[src/logic/cart_pkg.sv]
// Shared constants and types, BSRAM shrunk to 4 KiB so sectors above lba 7 alias onto it
package cart_pkg;

	// ========================================
	// Memory and sector geometry
	// ========================================
	localparam int BSRAM_BITS       = 12;
	localparam int BSRAM_BYTES      = 1 << BSRAM_BITS;
	localparam int SECTOR_WORDS     = 256;
	localparam int SECTOR_ADDR_BITS = 8;

	// Copier header in front of the image
	localparam int HEADER_SKIP = 512;

	// Word address holding the ROM size byte (high half), RAM size byte sits at +2 (low half)
	localparam logic [24:0] LOROM_HDR   = 25'h007FD6 + 25'(HEADER_SKIP);
	localparam logic [24:0] HIROM_HDR   = 25'h00FFD6 + 25'(HEADER_SKIP);
	localparam logic [24:0] EXHIROM_HDR = 25'h40FFD6 + 25'(HEADER_SKIP);

	// Download index reserved for cheat records
	localparam logic [7:0] CODE_INDEX = 8'hFF;

	localparam logic [7:0] ERASE_BYTE = 8'hFF;

	// ========================================
	// Types
	// ========================================
	typedef enum logic [2:0] {
		hdr_auto,
		hdr_no_header,
		hdr_lorom,
		hdr_hirom,
		hdr_exhirom
	} header_sel_t;

	typedef enum logic [1:0] {
		region_auto,
		region_ntsc,
		region_pal
	} region_sel_t;

	typedef enum logic {
		mem_read,
		mem_write
	} mem_op_t;

	// Save walks fill -> request -> wait, load walks request -> wait -> drain
	typedef enum logic [2:0] {
		bk_idle,
		bk_fill_buffer,
		bk_request,
		bk_wait_ack,
		bk_drain_buffer
	} backup_state_t;

	// Each field takes its low half from the lower download offset
	typedef struct packed {
		logic [31:0] flags;
		logic [31:0] addr;
		logic [31:0] compare;
		logic [31:0] replace;
	} cheat_code_t;

endpackage
[src/logic/bsram_bus_if.sv]
// Single-beat BSRAM access, requester holds its request until gnt, read data lands one cycle later
`timescale 1ns/1ps

interface bsram_bus_if import cart_pkg::*; ();

	logic                  req;
	mem_op_t               op;
	logic [BSRAM_BITS-1:0] addr;
	logic [7:0]            wdata;
	logic                  gnt;
	logic [7:0]            rdata;

	modport requester (
		output req, op, addr, wdata,
		input  gnt, rdata
	);

	modport arbiter (
		input  req, op, addr, wdata,
		output gnt, rdata
	);

endinterface

[src/logic/bsram_clear.sv]
// Erases every BSRAM byte once per start pulse, a new start restarts from address 0
`timescale 1ns/1ps

module bsram_clear import cart_pkg::*; (
	input  logic           clk_sys,
	input  logic           RESET,
	input  logic           start,
	output logic           clearing,
	bsram_bus_if.requester bus
);

	logic [BSRAM_BITS-1:0] fill_addr;

	assign bus.req   = clearing;
	assign bus.op    = mem_write;
	assign bus.addr  = fill_addr;
	assign bus.wdata = ERASE_BYTE;

	always_ff @(posedge clk_sys) begin
		if (RESET) begin
			clearing  <= 1'b0;
			fill_addr <= '0;
		end else if (start) begin
			clearing  <= 1'b1;
			fill_addr <= '0;
		end else if (clearing && bus.gnt) begin
			fill_addr <= fill_addr + 1'b1;
			// Top address written
			if (&fill_addr)
				clearing <= 1'b0;
		end
	end

endmodule

[src/flat_wrapper.sv]
// flat-port wrapper written by rule: the top's interface ports become plain ports
module bsram_clear_flat import cart_pkg::*;
  (clk_sys, RESET, start, clearing, bus_req, bus_op, bus_addr, bus_wdata, bus_gnt, bus_rdata);
  bsram_bus_if bus_i ();
  input  logic clk_sys;
  input  logic RESET;
  input  logic start;
  output logic clearing;
  output wire logic [$bits(bus_i.req)-1:0] bus_req;
  output wire logic [$bits(bus_i.op)-1:0] bus_op;
  output wire logic [$bits(bus_i.addr)-1:0] bus_addr;
  output wire logic [$bits(bus_i.wdata)-1:0] bus_wdata;
  input wire logic [$bits(bus_i.gnt)-1:0] bus_gnt;
  input wire logic [$bits(bus_i.rdata)-1:0] bus_rdata;
  assign bus_req = bus_i.req;
  assign bus_op = bus_i.op;
  assign bus_addr = bus_i.addr;
  assign bus_wdata = bus_i.wdata;
  assign bus_i.gnt = bus_gnt;
  assign bus_i.rdata = bus_rdata;
  bsram_clear u_core (.clk_sys(clk_sys), .RESET(RESET), .start(start), .clearing(clearing), .bus(bus_i));
endmodule
[config.mk]
export PLATFORM = sky130hd
export DESIGN_NAME = bsram_clear_flat
export DESIGN_NICKNAME = d
export VERILOG_FILES = /design/src/logic/cart_pkg.sv /design/src/logic/bsram_bus_if.sv /design/src/logic/bsram_clear.sv /design/src/flat_wrapper.sv
export SDC_FILE = /design/constraint.sdc
export NUM_CORES = 1
export LEC_CHECK = 0
export BUFFER_PORTS_ARGS = -buffer_cell sky130_fd_sc_hd__buf_2
export CORE_MARGIN = 10
export CORE_UTILIZATION = 43
export CTS_CLUSTER_SIZE = 10
export DETAILED_ROUTE_END_ITERATION = 6
export MAX_ROUTING_LAYER = met4
export PLACE_DENSITY = 0.83
export SYNTH_ARGS = -nofsm -noshare
export SYNTH_HDL_FRONTEND = slang
export SYNTH_SLANG_ARGS = --single-unit
[constraint.sdc]
create_clock -name clk_sys -period 2 [get_ports clk_sys]
set_clock_uncertainty 0.2 [all_clocks]
set_input_delay 0.4 -clock clk_sys [delete_from_list [all_inputs] [get_ports clk_sys]]
set_output_delay 0.4 -clock clk_sys [all_outputs]
set_load 0.05 [all_outputs]
==> run metrics <==
clock slew at reported path FFs=~80 ps; first-pass GRT wire length=2304 µm; vias in the first global route=551; CTS tree=built; Startpoint Class=flop; setup TNS=0 ps; leak pwr=0.0003216 µW; WP data required=1400 ps; Total Nets Final=109; Tmin final=approximately 1700 ps; die area=between 3000 and 4000 µm²; 1st-pass router iterations=2; max cap viols=0; DP Cell Count=107; Yosys reg bits=13; reg2reg setup slack=400 ps; setup repair after global routing missed its margin=false; final period utilization=83.49%; Setup WS pre-CTS=354.4 ps; Root Driver=clkbuf_4; Final ANT Viol Nets=0; final hold viol count=0; boundary pin count=35; Distinct cells, synth=22; CTS Buf Count=3; Top delay family on crit path=flip-flops; post-synthesis cell count=77; critical path class=flop to output port; Final Non-Filler Cells=111; GPL Wtd Cong=0.7549; Post-CTS Setup Repair Bufs=0; Total Wirelength=1431 µm; Remaining DRCs=0; Fmax=598.8 MHz; fillers=160; gr usage total=8.818%; sequential power share=53.2%; Post-synth top flop=dfxtp_1; initial antenna violation count=0; worst path bufs/invs=1; share of cells above drive strength 1=25.26%; P_int=345.6 µW; commonest non-fill, non-tap cell in the layout=buf_2; Post-synth ARST share=0%; Comb pwr share=13.6%; starting density of the core=44.79%; clock latency on the worst-skew pair=280 ps; largest net degree at the start of global routing=14; switch share=30.48%; CP Capture Type=output port; worst vdd ir=just under 400 µV; P_sw=151.5 µW; EDFF count, synth=0; clock power share=33.2%; dominant cells by area after synthesis=dfxtp_1 (39%), buf_4 (11%), nor2_1 (7.9%); Die Ht=a little under 60 µm; cells along the critical path=buf_2; Multi-input gate area=354.1 µm²; sequential area share after synthesis=around 39%; mapped cell area=666.9 µm²; FF+latch area=260.3 µm²; DR iter-0 viols=3; max-slew violations=0; Warnings, synthesis=0; CORE AREA=1489 µm²; Crit Path Max Fanout=8; GRT overflow=0; row cnt=14; antenna diode count=0; status=finished clean; slowest stage cell, crit path=dfxtp_1; post_cts resized=0; area leader, netlist=dfxtp_1; H-tree depth=1; most frequent cells in the layout=buf_2 (17), nor2_1 (14), dfxtp_1 (13), conb_1 (9); number of port buffers=17; cts hold-fix bufs=0; Total Power=a little under 500 µW; worst stage delay on the critical path=470 ps; endpoints failing setup=0; Placed Area=slightly above 700 µm²; Finished Cell Area=749.5 µm²; routed len/inst=12.89 µm; crit path DAT=~1100 ps; Synth top area share=between 30% and 40%; HPWL Detailed=1109 µm; Area Overhead vs Synth=12.38%; Avg Cell Area, Syn=8.661 µm²; hold crit path type=input port to flop; final worst slack=roughly 330 ps; Max Buffers Root-to-Sink=2; die width=just under 60 µm; clock sinks=13; pwr/cell area=663.2 nW/µm²; via count=540; via/cell ratio=4.865
-- kinds of logic (layout without fill, tap and decap cells) --
| logic type | Yosys count | in the layout | synth area share [%] |
|---|---|---|---|
| AND/OR/NAND/NOR | 38 | 38 | 30.58 |
| flip-flops | 13 | 13 | 39.02 |
| buffers and inverters | 12 | 22 | 12.38 |
| XOR/XNOR | 10 | 10 | 13.13 |
| adder cells (fa/ha/maj) | 1 | 1 | 1.876 |
| other | 1 | 9 | 0.5623 |
| AO/OA/AOI/OAI | 1 | 1 | 0.7497 |
| multiplexers | 1 | 1 | 1.688 |
-- final timing paths --
kind,endpoint,depth (start not counted),from
worst max register to register,u_core.bus.addr[11],4,u_core.bus.req
worst min register to register,u_core.bus.addr[1],2,u_core.bus.addr[1]
worst max-delay path,bus_req,1,u_core.bus.req
worst min-delay path,u_core.bus.req,2,RESET
-- cells in the mapped netlist, types with 2 or more instances --
cell type,n
and4_1,2
buf_4,10
dfxtp_1,13
nand2_1,6
nand3_1,3
nand4_1,4
nor2_1,14
nor3_1,3
xnor2_1,4
xor2_1,6
-- area by class of cell --
type | instances | share of cell area [%]
Inverter | 1 | 0.5008
Timing Repair Buffer | 17 | 11.35
Clock buffer | 4 | 3.506
Sequential cell | 13 | 34.72
Tap cell | 16 | 2.671
Multi-Input combinational cell | 60 | 47.25
-- routing by layer --
layer  global-route usage (%)  vias to the layer above  wire [µm]
met5                        -                        -          0
met4                    7.213                        0         38
met3                    3.219                        4        109
met2                    12.63                       19        657
met1                    9.466                      239        626
li1                         -                      278          -
-- state kept, by name, summed over array words and instances (netlist names) --
name             flops
u_core.bus.addr     12
u_core.bus.req       1
-- per-stage QoR --
stage               utilization (%)  hold slack, ps
floorplan                         -           279.3
global placement              48.57           273.8
detailed placement            48.57           286.7
CTS                           50.34           86.87
global route                  50.34           90.81
finish                        50.34           90.95
-- power by group through the flow --
stage | sequential (µW) | clock (µW) | combinational, µW
finish | 264 | 165 | 67.6
CTS | 264 | 168 | 67.0
global route | 265 | 187 | 72.0
global placement | 270 | 0 | 66.1
floorplan | 277 | 0 | 65.4
detailed placement | 271 | 0 | 67.0
No activity file was read; power rests on OpenSTA's default activity.
