$ cat config.mk
export PLATFORM = sky130hd
export DESIGN_NAME = cart_header_detect
export DESIGN_NICKNAME = d
export VERILOG_FILES = /design/src/logic/cart_pkg.sv /design/src/logic/cart_header_detect.sv
export SDC_FILE = /design/constraint.sdc
export NUM_CORES = 1
export LEC_CHECK = 0
export BUFFER_PORTS_ARGS = -buffer_cell sky130_fd_sc_hd__buf_2
export CORE_MARGIN = 2
export CORE_UTILIZATION = 50
export CTS_BUF_LIST = sky130_fd_sc_hd__clkbuf_4 sky130_fd_sc_hd__clkbuf_8 sky130_fd_sc_hd__clkbuf_16
export DETAILED_ROUTE_END_ITERATION = 7
export PLACE_DENSITY = 0.93
export SYNTH_ARGS = -nofsm -noshare
export SYNTH_HDL_FRONTEND = slang
export SYNTH_SLANG_ARGS = --single-unit
$ cat constraint.sdc
create_clock -name clk_sys -period 5.9 [get_ports clk_sys]
set_input_delay 1.18 -clock clk_sys [delete_from_list [all_inputs] [get_ports clk_sys]]
set_output_delay 1.18 -clock clk_sys [all_outputs]
set_load 0.03 [all_outputs]
$ cat src/logic/cart_pkg.sv
// Shared constants and types, BSRAM shrunk to 4 KiB so sectors above lba 7 alias onto it
package cart_pkg;

	// ========================================
	// Memory and sector geometry
	// ========================================
	localparam int BSRAM_BITS       = 12;
	localparam int BSRAM_BYTES      = 1 << BSRAM_BITS;
	localparam int SECTOR_WORDS     = 256;
	localparam int SECTOR_ADDR_BITS = 8;

	// Copier header in front of the image
	localparam int HEADER_SKIP = 512;

	// Word address holding the ROM size byte (high half), RAM size byte sits at +2 (low half)
	localparam logic [24:0] LOROM_HDR   = 25'h007FD6 + 25'(HEADER_SKIP);
	localparam logic [24:0] HIROM_HDR   = 25'h00FFD6 + 25'(HEADER_SKIP);
	localparam logic [24:0] EXHIROM_HDR = 25'h40FFD6 + 25'(HEADER_SKIP);

	// Download index reserved for cheat records
	localparam logic [7:0] CODE_INDEX = 8'hFF;

	localparam logic [7:0] ERASE_BYTE = 8'hFF;

	// ========================================
	// Types
	// ========================================
	typedef enum logic [2:0] {
		hdr_auto,
		hdr_no_header,
		hdr_lorom,
		hdr_hirom,
		hdr_exhirom
	} header_sel_t;

	typedef enum logic [1:0] {
		region_auto,
		region_ntsc,
		region_pal
	} region_sel_t;

	typedef enum logic {
		mem_read,
		mem_write
	} mem_op_t;

	// Save walks fill -> request -> wait, load walks request -> wait -> drain
	typedef enum logic [2:0] {
		bk_idle,
		bk_fill_buffer,
		bk_request,
		bk_wait_ack,
		bk_drain_buffer
	} backup_state_t;

	// Each field takes its low half from the lower download offset
	typedef struct packed {
		logic [31:0] flags;
		logic [31:0] addr;
		logic [31:0] compare;
		logic [31:0] replace;
	} cheat_code_t;

endpackage
$ cat src/logic/cart_header_detect.sv
// Header fields are sampled only on ioctl_wr while cart_download is high, pal follows afterwards
`timescale 1ns/1ps

module cart_header_detect import cart_pkg::*; (
	input  logic        clk_sys,
	input  logic        RESET,
	input  logic        cart_download,
	input  logic        ioctl_wr,
	input  logic [24:0] ioctl_addr,
	input  logic [15:0] ioctl_dout,
	input  header_sel_t header_sel,
	input  region_sel_t region_sel,
	output logic [7:0]  rom_type,
	output logic [23:0] rom_mask,
	output logic [23:0] ram_mask,
	output logic        pal
);

	logic [3:0]  rom_size;
	logic [3:0]  ram_size;
	logic [3:0]  rom_size_nxt;
	logic [3:0]  ram_size_nxt;
	logic [7:0]  rom_type_nxt;
	logic [24:0] size_addr;
	logic        map_forced;
	logic        hdr_region;

	// Location of the size bytes for a forced memory map
	always_comb begin
		map_forced = 1'b1;
		case (header_sel)
			hdr_lorom:   size_addr = LOROM_HDR;
			hdr_hirom:   size_addr = HIROM_HDR;
			hdr_exhirom: size_addr = EXHIROM_HDR;
			default: begin
				size_addr  = '0;
				map_forced = 1'b0;
			end
		endcase
	end

	always_comb begin
		case (header_sel)
			hdr_auto:    rom_type_nxt = ioctl_dout[15:8];
			hdr_hirom:   rom_type_nxt = 8'd1;
			hdr_exhirom: rom_type_nxt = 8'd2;
			default:     rom_type_nxt = 8'd0;
		endcase
	end

	// Sizes after the current write, so the masks track it on the same clock
	always_comb begin
		rom_size_nxt = rom_size;
		ram_size_nxt = ram_size;
		if (ioctl_addr == 25'd0) begin
			rom_size_nxt = 4'hC;
			ram_size_nxt = 4'h0;
			if (header_sel == hdr_auto && ioctl_dout[7:0] != 8'h00)
				{ram_size_nxt, rom_size_nxt} = ioctl_dout[7:0];
		end
		if (map_forced && ioctl_addr == size_addr)
			rom_size_nxt = ioctl_dout[11:8];
		if (map_forced && ioctl_addr == size_addr + 25'd2)
			ram_size_nxt = ioctl_dout[3:0];
	end

	always_ff @(posedge clk_sys) begin
		if (RESET) begin
			rom_size   <= 4'h0;
			ram_size   <= 4'h0;
			rom_type   <= 8'h00;
			rom_mask   <= '0;
			ram_mask   <= '0;
			hdr_region <= 1'b0;
			pal        <= 1'b0;
		end else if (cart_download) begin
			if (ioctl_wr) begin
				rom_size <= rom_size_nxt;
				ram_size <= ram_size_nxt;
				if (ioctl_addr == 25'd0)
					rom_type <= rom_type_nxt;
				if (ioctl_addr == 25'd2)
					hdr_region <= ioctl_dout[8];
				rom_mask <= (24'd1024 << rom_size_nxt) - 24'd1;
				ram_mask <= (ram_size_nxt != 4'h0) ? (24'd1024 << ram_size_nxt) - 24'd1 : 24'd0;
			end
		end else begin
			pal <= (region_sel == region_auto) ? hdr_region : (region_sel == region_pal);
		end
	end

endmodule

==> key figures <==
Finish
  • ANT cells: 0
  • Net count reported at finish: 486
  • Core occupancy in the finished layout: 0.606
  • Synth-to-layout area growth: 16.8%
  • Layout cells sized above 1: 0.308

Synth
  • Yosys synthesis warning count: 0
  • Share of synthesized registers carrying an async set or reset: 0
  • Mean instance size in the synthesized netlist: 7.90 µm²
  • Top_reg_cell synth: sky130_fd_sc_hd__dfxtp_1
  • Post-synthesis net count: 416
  • Cells taking the most area after synthesis: sky130_fd_sc_hd__dfxtp_1 33%, sky130_fd_sc_hd__nand2_1 5.7%, sky130_fd_sc_hd__nor2_1 5.7%
  • Synth area leader: sky130_fd_sc_hd__dfxtp_1
  • Cell count after synthesis: 364
  • Number of synthesized flops with an enable pin: 0
  • Cell with the most instances after synthesis: sky130_fd_sc_hd__dfxtp_1
  • Leading post-synthesis cells by instance count: 48 x sky130_fd_sc_hd__dfxtp_1, 44 x sky130_fd_sc_hd__nand2_1, 44 x sky130_fd_sc_hd__nor2_1
  • Top cell type's share of synthesized area: 0.334
  • Portion of the post-synthesis area used by sequential elements: 0.334
  • Number of storage elements in the synthesis netlist: 48
  • Area of the mapped netlist: 0.00287 mm²
  • Number of different library cells in the post-synthesis netlist: 57

Floorplan
  • Die area: 0.00637 mm²
  • Top Ports: 107
  • Chip Width: 79.8 µm
  • Initial standard-cell utilization of the core: 0.519
  • Core box area: 0.00554 mm²
  • Die boundary height: 79.8 µm
  • Core Rows: 27

Timing
  • Final setup violation count: 0
  • Total negative setup slack: 0 ps
  • Setup repair after global routing missed its margin: no
  • Final setup skew: 4.27 ps
  • Highest clock rate: 0.204 GHz
  • Max-slew violation total from the final report: 0
  • Final critical delay including setup and external delays: 4900 ps
  • Final hold violation count: 0
  • Slew at the pin with the worst max-slew slack: 987 ps
  • Tcrit/Tclk final: 0.830
  • Worst relative slew slack: 0.341

Setup path
  • Crit path required time: 6130 ps
  • CP Capture Type: register
  • Worst reg2reg endpoint: rom_mask[20]
  • Count of cells along the worst register-to-register path: 8
  • Data arrival time at the worst-slack endpoint: 5130 ps
  • Register-to-register setup slack: 2850 ps
  • Critical-path maximum fanout: 18
  • Crit start category: input port
  • Critical path class: input port to register
  • Reg-to-Reg Start: rom_size[1]

CTS
  • Clock tree from TritonCTS: built
  • Clock buffer depth: 2
  • Number of buffers created by CTS: 5
  • Clock sink total: 48
  • Count of instances resized after the clock tree is built: 0
  • Cell at the root of the clock tree: sky130_fd_sc_hd__clkbuf_8
  • CTS clock-pin slew for the worst setup and hold paths: 90 ps
  • Count of hold-fix buffers inserted at cts: 0
  • Buffers inserted by post-CTS timing repair: 0
  • Worst-skew pair later-pin latency: 300 ps
  • H-tree levels: 2

GRT
  • Via count of the first global-routing pass: 2638
  • Initial antenna violation count: 0
  • Pin count of the biggest net entering global routing: 48
  • First-pass GRT wire length: 11.6 mm
  • Residual overflow from global routing: 0
  • Aggregate global-route resource usage: 0.226

Power
  • Cell internal pwr: 475 µW
  • Pwr/cell area: 204 mW/mm²
  • Relative contribution of the clock network to total power: 0.309
  • Total power consumption of the routed design: 684 µW
  • LEAKAGE: 1.48 nW
  • Sw Pwr: 209 µW
  • Switching share of total power: 0.306
  • Worst-case vdd ir drop: 0.103 mV
  • Combinational power share: 0.195
  • Relative contribution of sequential cells to total power: 0.496

Job
  • Maximum Capacitance Violations: 0

Detailed routing
  • Sum of routed wire length over all layers: 7.04 mm
  • Drt initial violations: 187
  • Total via count after detailed routing: 2866
  • Number of antenna-violating nets in the routed design: 0
  • Via density per instance: 5.65
  • Drc violations: 0
  • WL per Instance: 13.9 µm
  • Pre-Repair DR Iteration Count: 4

Placed design
  • Port-buffer cells: 106
  • Detailed-placement wirelength estimate: 5.17 mm
  • Global placement routability congestion: 0.914

Min path
  • Sink of the worst hold path: rom_type[6]
  • HP Start: rom_type[6]
  • Hold depth: 2
  • Type of the tightest min-delay check: register to register

Status
  • Run status: finished clean
worst max-delay path, cell delays in order:
cell	delay [ps]
sky130_fd_sc_hd__buf_2	100
sky130_fd_sc_hd__nor4_2	360
sky130_fd_sc_hd__nand4_1	150
sky130_fd_sc_hd__or4_4	640
sky130_fd_sc_hd__mux2i_1	160
sky130_fd_sc_hd__mux2i_1	720
sky130_fd_sc_hd__nand4b_1	300
sky130_fd_sc_hd__ha_1	470
sky130_fd_sc_hd__or4b_1	600
sky130_fd_sc_hd__a31o_1	250
sky130_fd_sc_hd__a211oi_2	200
cells by family (layout without fill, tap and decap cells):
logic type / count (synthesis) / after routing / share of synthesized area
and+or+nand+nor: 157 / 157 / 0.282
AOI/OAI and AO/OA: 79 / 79 / 0.182
buffers and inverters: 54 / 125 / 0.0988
DFF: 48 / 48 / 0.334
muxes: 23 / 23 / 0.0919
adders and majority gates: 2 / 2 / 0.00871
xor gates and xnor gates: 1 / 1 / 0.00305
area by class of cell:
type	instances	area, µm²
flip-flops and latches	48	961
inverters	9	33.8
well taps	72	90.1
clock buffers	6	82.6
repair buffers	108	546
fillers	521	2180
multi-input cells	262	1630
clock inverters	2	13.8
state kept, by name, indices dropped and copies added, names as in the netlist:
register,flops
rom_type,8
hdr_region,1
ram_mask,15
pal,1
rom_size,4
rom_mask,15
ram_size,4
power groups by stage:
stage          registers [mW]  logic, mW  clock network (mW)
6_report                0.339      0.134               0.211
3_5_place_dp            0.347      0.133                   0
2_1_floorplan           0.365     0.0790                   0
3_3_place_gp            0.347      0.130                   0
5_1_grt                 0.341      0.144               0.231
4_1_cts                 0.339      0.134               0.216
routing by layer:
layer / GRT usage / wire length, µm
met5: 0 / 0
met3: 0.0362 / 372
met1: 0.263 / 2950
met4: 0.0898 / 126
met2: 0.412 / 3590
metrics by stage:
stage,hold WS [ps],cells,cell area [µm²],setup WS [ps]
6_report,456,507,3360,1000
5_1_grt,479,507,3360,562
4_1_cts,457,507,3360,987
3_5_place_dp,443,499,3260,685
3_3_place_gp,436,499,3260,889
2_1_floorplan,436,364,2870,1310
layout by cell type, fill, tap and decap left out, types with 5 or more instances in the layout:
master                       n
sky130_fd_sc_hd__inv_1       9
sky130_fd_sc_hd__nor2_1     44
sky130_fd_sc_hd__a21oi_1    29
sky130_fd_sc_hd__nand3_1    10
sky130_fd_sc_hd__clkbuf_8    6
sky130_fd_sc_hd__mux2_2      5
sky130_fd_sc_hd__a311oi_1    6
sky130_fd_sc_hd__nor3_1     10
sky130_fd_sc_hd__nand2_1    44
sky130_fd_sc_hd__buf_2     106
sky130_fd_sc_hd__nor4_1     12
sky130_fd_sc_hd__mux2i_1    13
sky130_fd_sc_hd__dfxtp_1    48
sky130_fd_sc_hd__a211oi_1    9
sky130_fd_sc_hd__o21ai_0     7
how the worst max path moves through the flow:
stage / start / to / slack [ps] / cells past startpoint
final: ioctl_addr[9] / rom_mask[20] / 1000 / 11
after detailed placement: ioctl_addr[9] / rom_mask[20] / 680 / 12
after global placement: ioctl_addr[9] / rom_mask[20] / 890 / 12
after floorplan: header_sel[0] / rom_mask[20] / 1310 / 14
after CTS: ioctl_addr[9] / rom_mask[20] / 990 / 12
after global routing: ioctl_addr[21] / rom_mask[20] / 560 / 11
(Power assumes the default switching activity.)
