<file path="src/logic/cart_pkg.sv">
// Shared constants and types, BSRAM shrunk to 4 KiB so sectors above lba 7 alias onto it
package cart_pkg;

	// ========================================
	// Memory and sector geometry
	// ========================================
	localparam int BSRAM_BITS       = 12;
	localparam int BSRAM_BYTES      = 1 << BSRAM_BITS;
	localparam int SECTOR_WORDS     = 256;
	localparam int SECTOR_ADDR_BITS = 8;

	// Copier header in front of the image
	localparam int HEADER_SKIP = 512;

	// Word address holding the ROM size byte (high half), RAM size byte sits at +2 (low half)
	localparam logic [24:0] LOROM_HDR   = 25'h007FD6 + 25'(HEADER_SKIP);
	localparam logic [24:0] HIROM_HDR   = 25'h00FFD6 + 25'(HEADER_SKIP);
	localparam logic [24:0] EXHIROM_HDR = 25'h40FFD6 + 25'(HEADER_SKIP);

	// Download index reserved for cheat records
	localparam logic [7:0] CODE_INDEX = 8'hFF;

	localparam logic [7:0] ERASE_BYTE = 8'hFF;

	// ========================================
	// Types
	// ========================================
	typedef enum logic [2:0] {
		hdr_auto,
		hdr_no_header,
		hdr_lorom,
		hdr_hirom,
		hdr_exhirom
	} header_sel_t;

	typedef enum logic [1:0] {
		region_auto,
		region_ntsc,
		region_pal
	} region_sel_t;

	typedef enum logic {
		mem_read,
		mem_write
	} mem_op_t;

	// Save walks fill -> request -> wait, load walks request -> wait -> drain
	typedef enum logic [2:0] {
		bk_idle,
		bk_fill_buffer,
		bk_request,
		bk_wait_ack,
		bk_drain_buffer
	} backup_state_t;

	// Each field takes its low half from the lower download offset
	typedef struct packed {
		logic [31:0] flags;
		logic [31:0] addr;
		logic [31:0] compare;
		logic [31:0] replace;
	} cheat_code_t;

endpackage
</file>
<file path="src/logic/cheat_code_assembler.sv">
// Records arrive as eight 16-bit words at byte offsets 0..14, any other offset is ignored
`timescale 1ns/1ps

module cheat_code_assembler import cart_pkg::*; (
	input  logic        clk_sys,
	input  logic        RESET,
	input  logic        code_download,
	input  logic        ioctl_wr,
	input  logic [3:0]  ioctl_addr,
	input  logic [15:0] ioctl_dout,
	output cheat_code_t gg_code,
	output logic        gg_strobe
);

	// Last word of a record
	always_ff @(posedge clk_sys) begin
		if (RESET)
			gg_strobe <= 1'b0;
		else
			gg_strobe <= code_download & ioctl_wr & (ioctl_addr == 4'd14);
	end

	always_ff @(posedge clk_sys) begin
		if (code_download && ioctl_wr) begin
			case (ioctl_addr)
				4'd0:  gg_code.flags[15:0]    <= ioctl_dout;
				4'd2:  gg_code.flags[31:16]   <= ioctl_dout;
				4'd4:  gg_code.addr[15:0]     <= ioctl_dout;
				4'd6:  gg_code.addr[31:16]    <= ioctl_dout;
				4'd8:  gg_code.compare[15:0]  <= ioctl_dout;
				4'd10: gg_code.compare[31:16] <= ioctl_dout;
				4'd12: gg_code.replace[15:0]  <= ioctl_dout;
				4'd14: gg_code.replace[31:16] <= ioctl_dout;
				default: ;
			endcase
		end
	end

endmodule

</file>
<file path="config.mk">
export PLATFORM = sky130hd
export DESIGN_NAME = cheat_code_assembler
export DESIGN_NICKNAME = d
export VERILOG_FILES = /design/src/logic/cart_pkg.sv /design/src/logic/cheat_code_assembler.sv
export SDC_FILE = /design/constraint.sdc
export NUM_CORES = 1
export LEC_CHECK = 0
export ABC_AREA = 1
export BUFFER_PORTS_ARGS = -buffer_cell sky130_fd_sc_hd__buf_4
export CAP_MARGIN = 20
export CELL_PAD_IN_SITES_DETAIL_PLACEMENT = 2
export CELL_PAD_IN_SITES_GLOBAL_PLACEMENT = 2
export CORE_UTILIZATION = 37
export CTS_CLUSTER_SIZE = 8
export DETAILED_ROUTE_END_ITERATION = 12
export PLACE_DENSITY_LB_ADDON = 0.2
export SYNTH_ARGS = -nofsm -noshare
export SYNTH_HDL_FRONTEND = slang
export SYNTH_SLANG_ARGS = --single-unit
</file>
<file path="constraint.sdc">
create_clock -name clk_sys -period 3.6 [get_ports clk_sys]
set_clock_uncertainty 0.05 [all_clocks]
set_input_delay 0.54 -clock clk_sys [delete_from_list [all_inputs] [get_ports clk_sys]]
set_output_delay 0.54 -clock clk_sys [all_outputs]
set_load 0.005 [all_outputs]
</file>
==> flow_summary_export.csv, run 1 <==
group,metric,value,unit
status,status,"completed",
synthesis,synth_area_leaders,"edfxtp_1 97%, nor2_1 0.76%, nand2_1 0.57%, dfxtp_1 0.50%, inv_1 0.28%",
power_and_ir_drop,max-vdd-ir-drop,0.000323,V
timing,slew_headroom,30.2,%
timing,fin_crit,1.69,ns
run,maxCapViolCount,0,
setup_path,crit_family,"simple AND/OR/NAND/NOR gates",
clock_network,post_cts_buffers,0,
setup_path,crit_required,3.67,ns
timing,hold_ws,0.138,ns
clock_network,clockBufferDepth,2,
setup_path,cp_num_buf_inv,1,
global_route,grt_pass1_vias,2461,
die,die_w,106,um
final_layout,area_growth_syn_to_layout,50.2,%
routing,wire_per_inst,24.3,um
die,row_count,37,
setup_path,crit_slowest_cell,"nor2_2",
routing,via_per_inst,4.59,
clock_network,cts_sinks,129,
min_path,hold_class,"input port to flip-flop",
routing,finalWirelength,11600,um
final_layout,final_util,57.5,%
global_route,gr-total-overflow,0,
synthesis,yosysWarnings,0,
synthesis,synth_seq_cells,129,
global_route,grt_pass1_wl,16800,um
die,ioPinCount,153,
timing,setup_viol,0,
die,core_area,10400,um^2
synthesis,yosysTopAreaCellShare,96.8,%
power_and_ir_drop,power.leakage,2.27,nW
synthesis,yosysTopAreaCell,"edfxtp_1",
place,gp_congestion,0.731,
clock_network,cts_resized,0,
final_layout,layout-drive-gt1-share,58.4,%
die,die_h,106,um
final_layout,antenna_cells,0,
timing,finalHoldViolCount,0,
synthesis,ys_types,10,
place,placedCellCount,443,
place,numPortBuffers,152,
final_layout,finalNonFillerCells,477,
routing,ant_nets,0,
place,hpwl,7290,um
clock_network,numCtsBuffers,17,
setup_path,cp-start-kind,"input port",
power_and_ir_drop,power_density,592,nW/um^2
synthesis,syn-cell-area,3970,um^2
setup_path,path_cells,"buf_4 > nor2_1 > nand2_1 > nor2_2",
global_route,grt_max_degree,17,
setup_path,worstSetupEndpointType,"flip-flop",
final_layout,nNetsFinal,352,
synthesis,synthesis.instances,153,
clock_network,path_clk_slew,0.06,ns
routing,num_vias,2191,
routing,drcViolationCount,0,
routing,dr.pass1.iters,4,
routing,dr.first_iter.drc_count,81,
timing,rsz0062_at_grt,"no",
synthesis,synth_seq_area_share,97.3,%
setup_path,critPathMaxStageDelay,0.83,ns
place,place_ws,1.26,ns
timing,tns,0,ns
timing,finalWorstSetupSlack,1.91,ns
die,start_util,38.3,%
timing,fin_crit_sh,47.0,%
timing,max_freq,591,MHz
global_route,track_usage,22.1,%
final_layout,nFillCells,894,
timing,tightest_slew,1.05,ns
timing,drv_slew,0,
setup_path,crit_type,"input port to flip-flop",
setup_path,cp_max_fo,16,
clock_network,cts_root_buf,"clkbuf_8",
synthesis,synth.avg_cell_area,26.0,um^2
clock_network,htree_levels,4,
clock_network,ctsHoldBuffers,0,
clock_network,cts_tree,"yes",
synthesis,synth_fp_nets,177,
die,die-area,11200,um^2
setup_path,arrival,1.76,ns
global_route,antenna_found_initial,0,
==> cell families after synthesis <==
group / count (synthesis) / share of synthesized area [%]
simple gates: 18 / 2.17
buf+inv: 6 / 0.567
flops: 129 / 97.3
==> area by class of cell <==
class | instances | area (um^2) | area share (%)
timing repair buffer | 156 | 1200 | 20.1
tap | 136 | 170 | 2.85
clock inverter | 13 | 186 | 3.12
inverter | 6 | 22.5 | 0.377
sequential | 129 | 3860 | 64.8
clock buffer | 19 | 422 | 7.07
multi-input combinational | 18 | 104 | 1.74
==> cells in the mapped netlist <==
master    instances
inv_2             3
inv_1             3
edfxtp_1        128
dfxtp_1           1
nor2_1            8
nand2_1           6
nand3_2           1
nor2_2            1
nand2_2           1
nor2_4            1
==> routing by layer <==
metal,track usage [%],vias up,routed length (um)
li1,-,957,-
met1,24.7,1141,4370
met2,41.3,81,6660
met3,4.70,12,392
met4,7.84,0,184
met5,0,-,0
==> placed cells by master, fill, tap and decap left out, types with 2 or more instances in the layout <==
master,synthesis,layout
clkinvlp_4,0,3
edfxtp_1,128,128
clkbuf_1,0,2
inv_1,3,3
inv_2,3,3
nor2_2,1,8
clkinv_4,0,3
bufinv_16,0,4
buf_4,0,154
nand2_1,6,6
clkbuf_16,0,16
==> per-stage QoR <==
stage / power, mW / instance area, um^2
final: 3.53 / 5970
after global routing: 3.62 / 5970
after CTS: 3.56 / 5920
after detailed placement: 1.79 / 5320
after global placement: 1.78 / 5320
after floorplan: 1.72 / 3970
==> path summary, 6_finish.rpt <==
check | start | endpoint | cells after the start
max | ioctl_addr[1] | gg_code[2]$_DFFE_PP_ | 4
min | RESET | gg_strobe$_SDFF_PP0_ | 2
==> state kept, by name (all words and copies together), names as in the netlist <==
register	flops
gg_code	128
gg_strobe	1
==> where the power goes <==
part | internal [mW] | switching [mW] | leakage (nW)
clock network | 1.13 | 0.643 | 0.286
logic | 0.0375 | 0.0474 | 0.826
registers | 1.67 | 0.00603 | 1.16
No activity file was read; power rests on OpenSTA's default activity.
==> inputs of run 2 (changes only) <==
CORE_UTILIZATION = 31   (was 37)
clock period = 1.4 ns   (was 3.6 ns; I/O delays follow)
==> flow_summary_export.csv, run 2 (synthesis results as in run 1) <==
group,metric,value,unit
status,status,"completed",
min_path,hold_class,"input port to flip-flop",
timing,fin_crit_sh,92.0,%
clock_network,post_cts_buffers,0,
global_route,gr-total-overflow,0,
run,maxCapViolCount,0,
timing,setup_viol,0,
clock_network,clockBufferDepth,2,
die,row_count,40,
place,placed_area,5510,um^2
final_layout,final_cell_area,6320,um^2
die,die_w,115,um
routing,wire_per_inst,22.9,um
routing,ant_nets,0,
clock_network,path_clk_slew,0.06,ns
clock_network,cts_resized,0,
timing,tightest_slew,0.296,ns
timing,hold_ws,0.0204,ns
global_route,antenna_found_initial,0,
routing,dr.pass1.iters,4,
timing,slew_headroom,80.2,%
final_layout,antenna_cells,0,
routing,num_vias,2310,
die,core_area,12300,um^2
place,numPortBuffers,152,
routing,finalWirelength,12300,um
die,die_h,115,um
final_layout,final_common_cell,"buf_4",
setup_path,crit_family,"flip-flops",
setup_path,crit_slowest_cell,"edfxtp_1",
final_layout,nNetsFinal,382,
setup_path,cp_num_buf_inv,1,
setup_path,path_cells,"buf_4",
global_route,grt_pass1_vias,2515,
final_layout,layout-drive-gt1-share,58.2,%
global_route,grt_max_degree,17,
clock_network,htree_levels,4,
timing,drv_slew,0,
global_route,track_usage,19.8,%
setup_path,crit_type,"flip-flop to output pin",
global_route,grt_pass1_wl,17400,um
timing,tns,0,ns
power_and_ir_drop,power.leakage,2.43,nW
routing,via_per_inst,4.29,
die,die-area,13300,um^2
routing,dr.first_iter.drc_count,75,
setup_path,arrival,1.03,ns
final_layout,largest_reg_flops,128,
routing,drcViolationCount,0,
place,placedCellCount,491,
clock_network,numCtsBuffers,17,
setup_path,cp_max_fo,1,
setup_path,critPathLaunch,"gg_code[11]$_DFFE_PP_",
final_layout,final_cell_mix,"167 x buf_4, 128 x edfxtp_1, 17 x clkbuf_16",
final_layout,finalNonFillerCells,539,
setup_path,critPathMaxStageDelay,0.44,ns
final_layout,area_growth_syn_to_layout,59.0,%
clock_network,cts_root_buf,"clkbuf_16",
timing,rsz0062_at_grt,"no",
clock_network,cts_tree,"yes",
setup_path,crit_required,1.14,ns
timing,fin_crit,1.29,ns
place,hpwl,8580,um
place,gp_congestion,0.662,
min_path,hold_depth,1,
setup_path,worstSetupEndpointType,"output pin",
setup_path,cp-start-kind,"flip-flop",
power_and_ir_drop,power_density,1480,nW/um^2
die,ioPinCount,153,
power_and_ir_drop,max-vdd-ir-drop,0.00102,V
timing,max_freq,776,MHz
clock_network,cts_sinks,129,
timing,finalHoldViolCount,0,
min_path,hold_start,"ioctl_dout[11]",
min_path,min_to,"gg_code[75]$_DFFE_PP_",
die,start_util,32.4,%
final_layout,final_util,51.5,%
run 2: worst max path at each step:
stage / end / slack (ns) / cells after the start
final: gg_code[11] / 0.11 / 1
after global routing: gg_code[11] / 0.09 / 1
after CTS: gg_code[11] / 0.1 / 1
after floorplan: gg_code[0]$_DFFE_PP_ / -0.16 / 4
after detailed placement: gg_code[66]$_DFFE_PP_ / -0.04 / 5
after global placement: gg_code[41]$_DFFE_PP_ / 0.03 / 5
run 2: area by class of cell:
class / instances / area (um^2)
flip-flops and latches: 129 / 3860
multi-input cells: 18 / 104
fillers: 1127 / 5950
clock inverters: 15 / 216
well taps: 168 / 210
inverters: 6 / 22.5
clock buffers: 17 / 425
repair buffers: 186 / 1470
run 2: metrics by stage:
| stage | worst slack [ns] | total power [mW] |
|---|---|---|
| floorplan | -0.159 | 4.42 |
| global placement | 0.0285 | 4.60 |
| detailed placement | -0.0429 | 4.62 |
| CTS | 0.0985 | 9.49 |
| global route | 0.0890 | 9.64 |
| finish | 0.112 | 9.38 |
run 2: power by group:
group / internal, mW / switching [mW] / total (mW)
registers: 4.29 / 0.0156 / 4.31
clock network: 3.14 / 1.66 / 4.80
logic: 0.131 / 0.136 / 0.267
run 2: routing by layer:
layer | wire, um | global-route usage [%]
met1 | 4730 | 22.3
met2 | 6450 | 34.2
met3 | 983 | 7.70
met4 | 171 | 7.53
met5 | 0 | 0
run 2: what timing repair did:
item,CTS,global route
hold endpoints to repair,120,0
endpoints found under the setup margin,0,0
hold buffers,16,0
==> inputs of run 3 (changes only) <==
PLACE_DENSITY_LB_ADDON = 0.25   (was 0.2)
SETUP_SLACK_MARGIN = 0.02   (was default)
==> flow_summary_export.csv, run 3 (synthesis results as in run 1) <==
group,metric,value,unit
status,status,"completed",
final_layout,final_cell_mix,"169 x buf_4, 128 x edfxtp_1, 17 x clkbuf_16",
place,gp_congestion,0.690,
setup_path,crit_family,"flip-flops",
power_and_ir_drop,power_density,1360,nW/um^2
final_layout,nNetsFinal,378,
global_route,antenna_found_initial,0,
place,hpwl,8560,um
power_and_ir_drop,power.leakage,2.36,nW
clock_network,ctsHoldBuffers,12,
clock_network,cts_root_buf,"clkbuf_16",
setup_path,crit_slowest_cell,"edfxtp_1",
setup_path,arrival,0.98,ns
min_path,hold_start,"ioctl_dout[11]",
global_route,grt_pass1_wl,16600,um
routing,dr.pass1.iters,4,
clock_network,htree_levels,4,
power_and_ir_drop,power.internal,6.63,mW
final_layout,layout-drive-gt1-share,57.1,%
timing,max_freq,806,MHz
clock_network,post_cts_buffers,0,
setup_path,cp_num_buf_inv,1,
die,core_area,12300,um^2
timing,finalHoldViolCount,0,
die,row_count,40,
min_path,min_to,"gg_code[75]$_DFFE_PP_",
min_path,hold_class,"input port to flip-flop",
routing,wire_per_inst,21.8,um
timing,drv_slew,0,
final_layout,antenna_cells,0,
die,ioPinCount,153,
run,maxCapViolCount,0,
power_and_ir_drop,pwr-share-clk,44.9,%
clock_network,cts_resized,0,
clock_network,numCtsBuffers,17,
power_and_ir_drop,max-vdd-ir-drop,0.000821,V
routing,ant_nets,0,
global_route,gr-total-overflow,0,
global_route,grt_max_degree,17,
power_and_ir_drop,pwr-share-seq,52.1,%
clock_network,cts_tree,"yes",
global_route,grt_pass1_vias,2464,
setup_path,cp-start-kind,"flip-flop",
timing,tns,0,ns
global_route,track_usage,18.8,%
setup_path,cp_max_fo,1,
final_layout,area_growth_syn_to_layout,53.5,%
routing,dr.first_iter.drc_count,77,
setup_path,worstSetupEndpointType,"output pin",
routing,via_per_inst,4.25,
final_layout,final_util,49.7,%
die,die_w,115,um
timing,fin_crit,1.24,ns
timing,slew_headroom,83.7,%
place,numPortBuffers,152,
routing,num_vias,2269,
setup_path,critPathMaxStageDelay,0.41,ns
power_and_ir_drop,power_switching,1.64,mW
routing,drcViolationCount,0,
timing,tightest_slew,0.244,ns
timing,finalWorstSetupSlack,0.160,ns
timing,rsz0062_at_grt,"no",
clock_network,path_clk_slew,0.05,ns
clock_network,clockBufferDepth,2,
setup_path,crit_type,"flip-flop to output pin",
power_and_ir_drop,power_frac_comb,3.0,%
setup_path,path_cells,"buf_4",
setup_path,critPathLaunch,"gg_code[0]$_DFFE_PP_",
die,die_h,115,um
power_and_ir_drop,swShare,19.8,%
timing,fin_crit_sh,88.6,%
final_layout,final_common_cell,"buf_4",
timing,hold_ws,0.0150,ns
clock_network,cts_sinks,129,
die,die-area,13300,um^2
final_layout,largest_reg_flops,128,
timing,setup_viol,0,
place,place_ws,0.0331,ns
routing,finalWirelength,11700,um
die,start_util,32.4,%
setup_path,crit_required,1.14,ns
min_path,hold_depth,1,
[run 3: cell count changes in the layout (fill, tap and decap cells not counted)]
cell	change
clkinv_1	+1
buf_4	+2
clkinvlp_4	-5
clkinv_4	-1
dlygate4sd3_1	-4
clkinv_2	+4
buf_12	-2
bufinv_16	-5
clkbuf_1	+5
[run 3: worst max-delay path by stage]
stage | to | slack (ns) | depth (start not counted)
5_1_grt | gg_code[0] | 0.12 | 1
3_5_place_dp | gg_code[106]$_DFFE_PP_ | 0.03 | 6
6_report | gg_code[0] | 0.16 | 1
3_3_place_gp | gg_code[36]$_DFFE_PP_ | 0.08 | 5
4_1_cts | gg_code[0] | 0.12 | 1
2_1_floorplan | gg_code[0]$_DFFE_PP_ | -0.16 | 4
[run 3: layout make-up]
cell class | instances | area [um^2]
clock inverter | 9 | 43.8
clock buffer | 22 | 444
tap | 168 | 210
inverter | 6 | 22.5
sequential | 129 | 3860
multi-input combinational | 18 | 104
timing repair buffer | 182 | 1410
fill | 1126 | 6160
[run 3: through the flow]
step	area, um^2	cells	power, mW
finish	6100	534	8.27
floorplan	3980	153	4.42
global route	6100	534	8.52
global placement	5490	491	4.60
detailed placement	5490	491	4.62
CTS	6100	534	8.36
[run 3: layer usage]
metal | global-route usage [%] | up-vias | part of all wire [%]
li1 | - | 1003 | -
met1 | 21.7 | 1120 | 40
met2 | 30.9 | 129 | 49
met3 | 8.33 | 17 | 11
met4 | 7.53 | 0 | 1.4
met5 | 0 | - | 0
[run 3: power by group through the flow]
stage	Clock [mW]	Sequential, mW	Combinational (mW)
final	3.71	4.31	0.250
after detailed placement	0	4.39	0.231
after global placement	0	4.39	0.216
after global routing	3.93	4.31	0.272
after CTS	3.79	4.31	0.257
after floorplan	0	4.39	0.0266
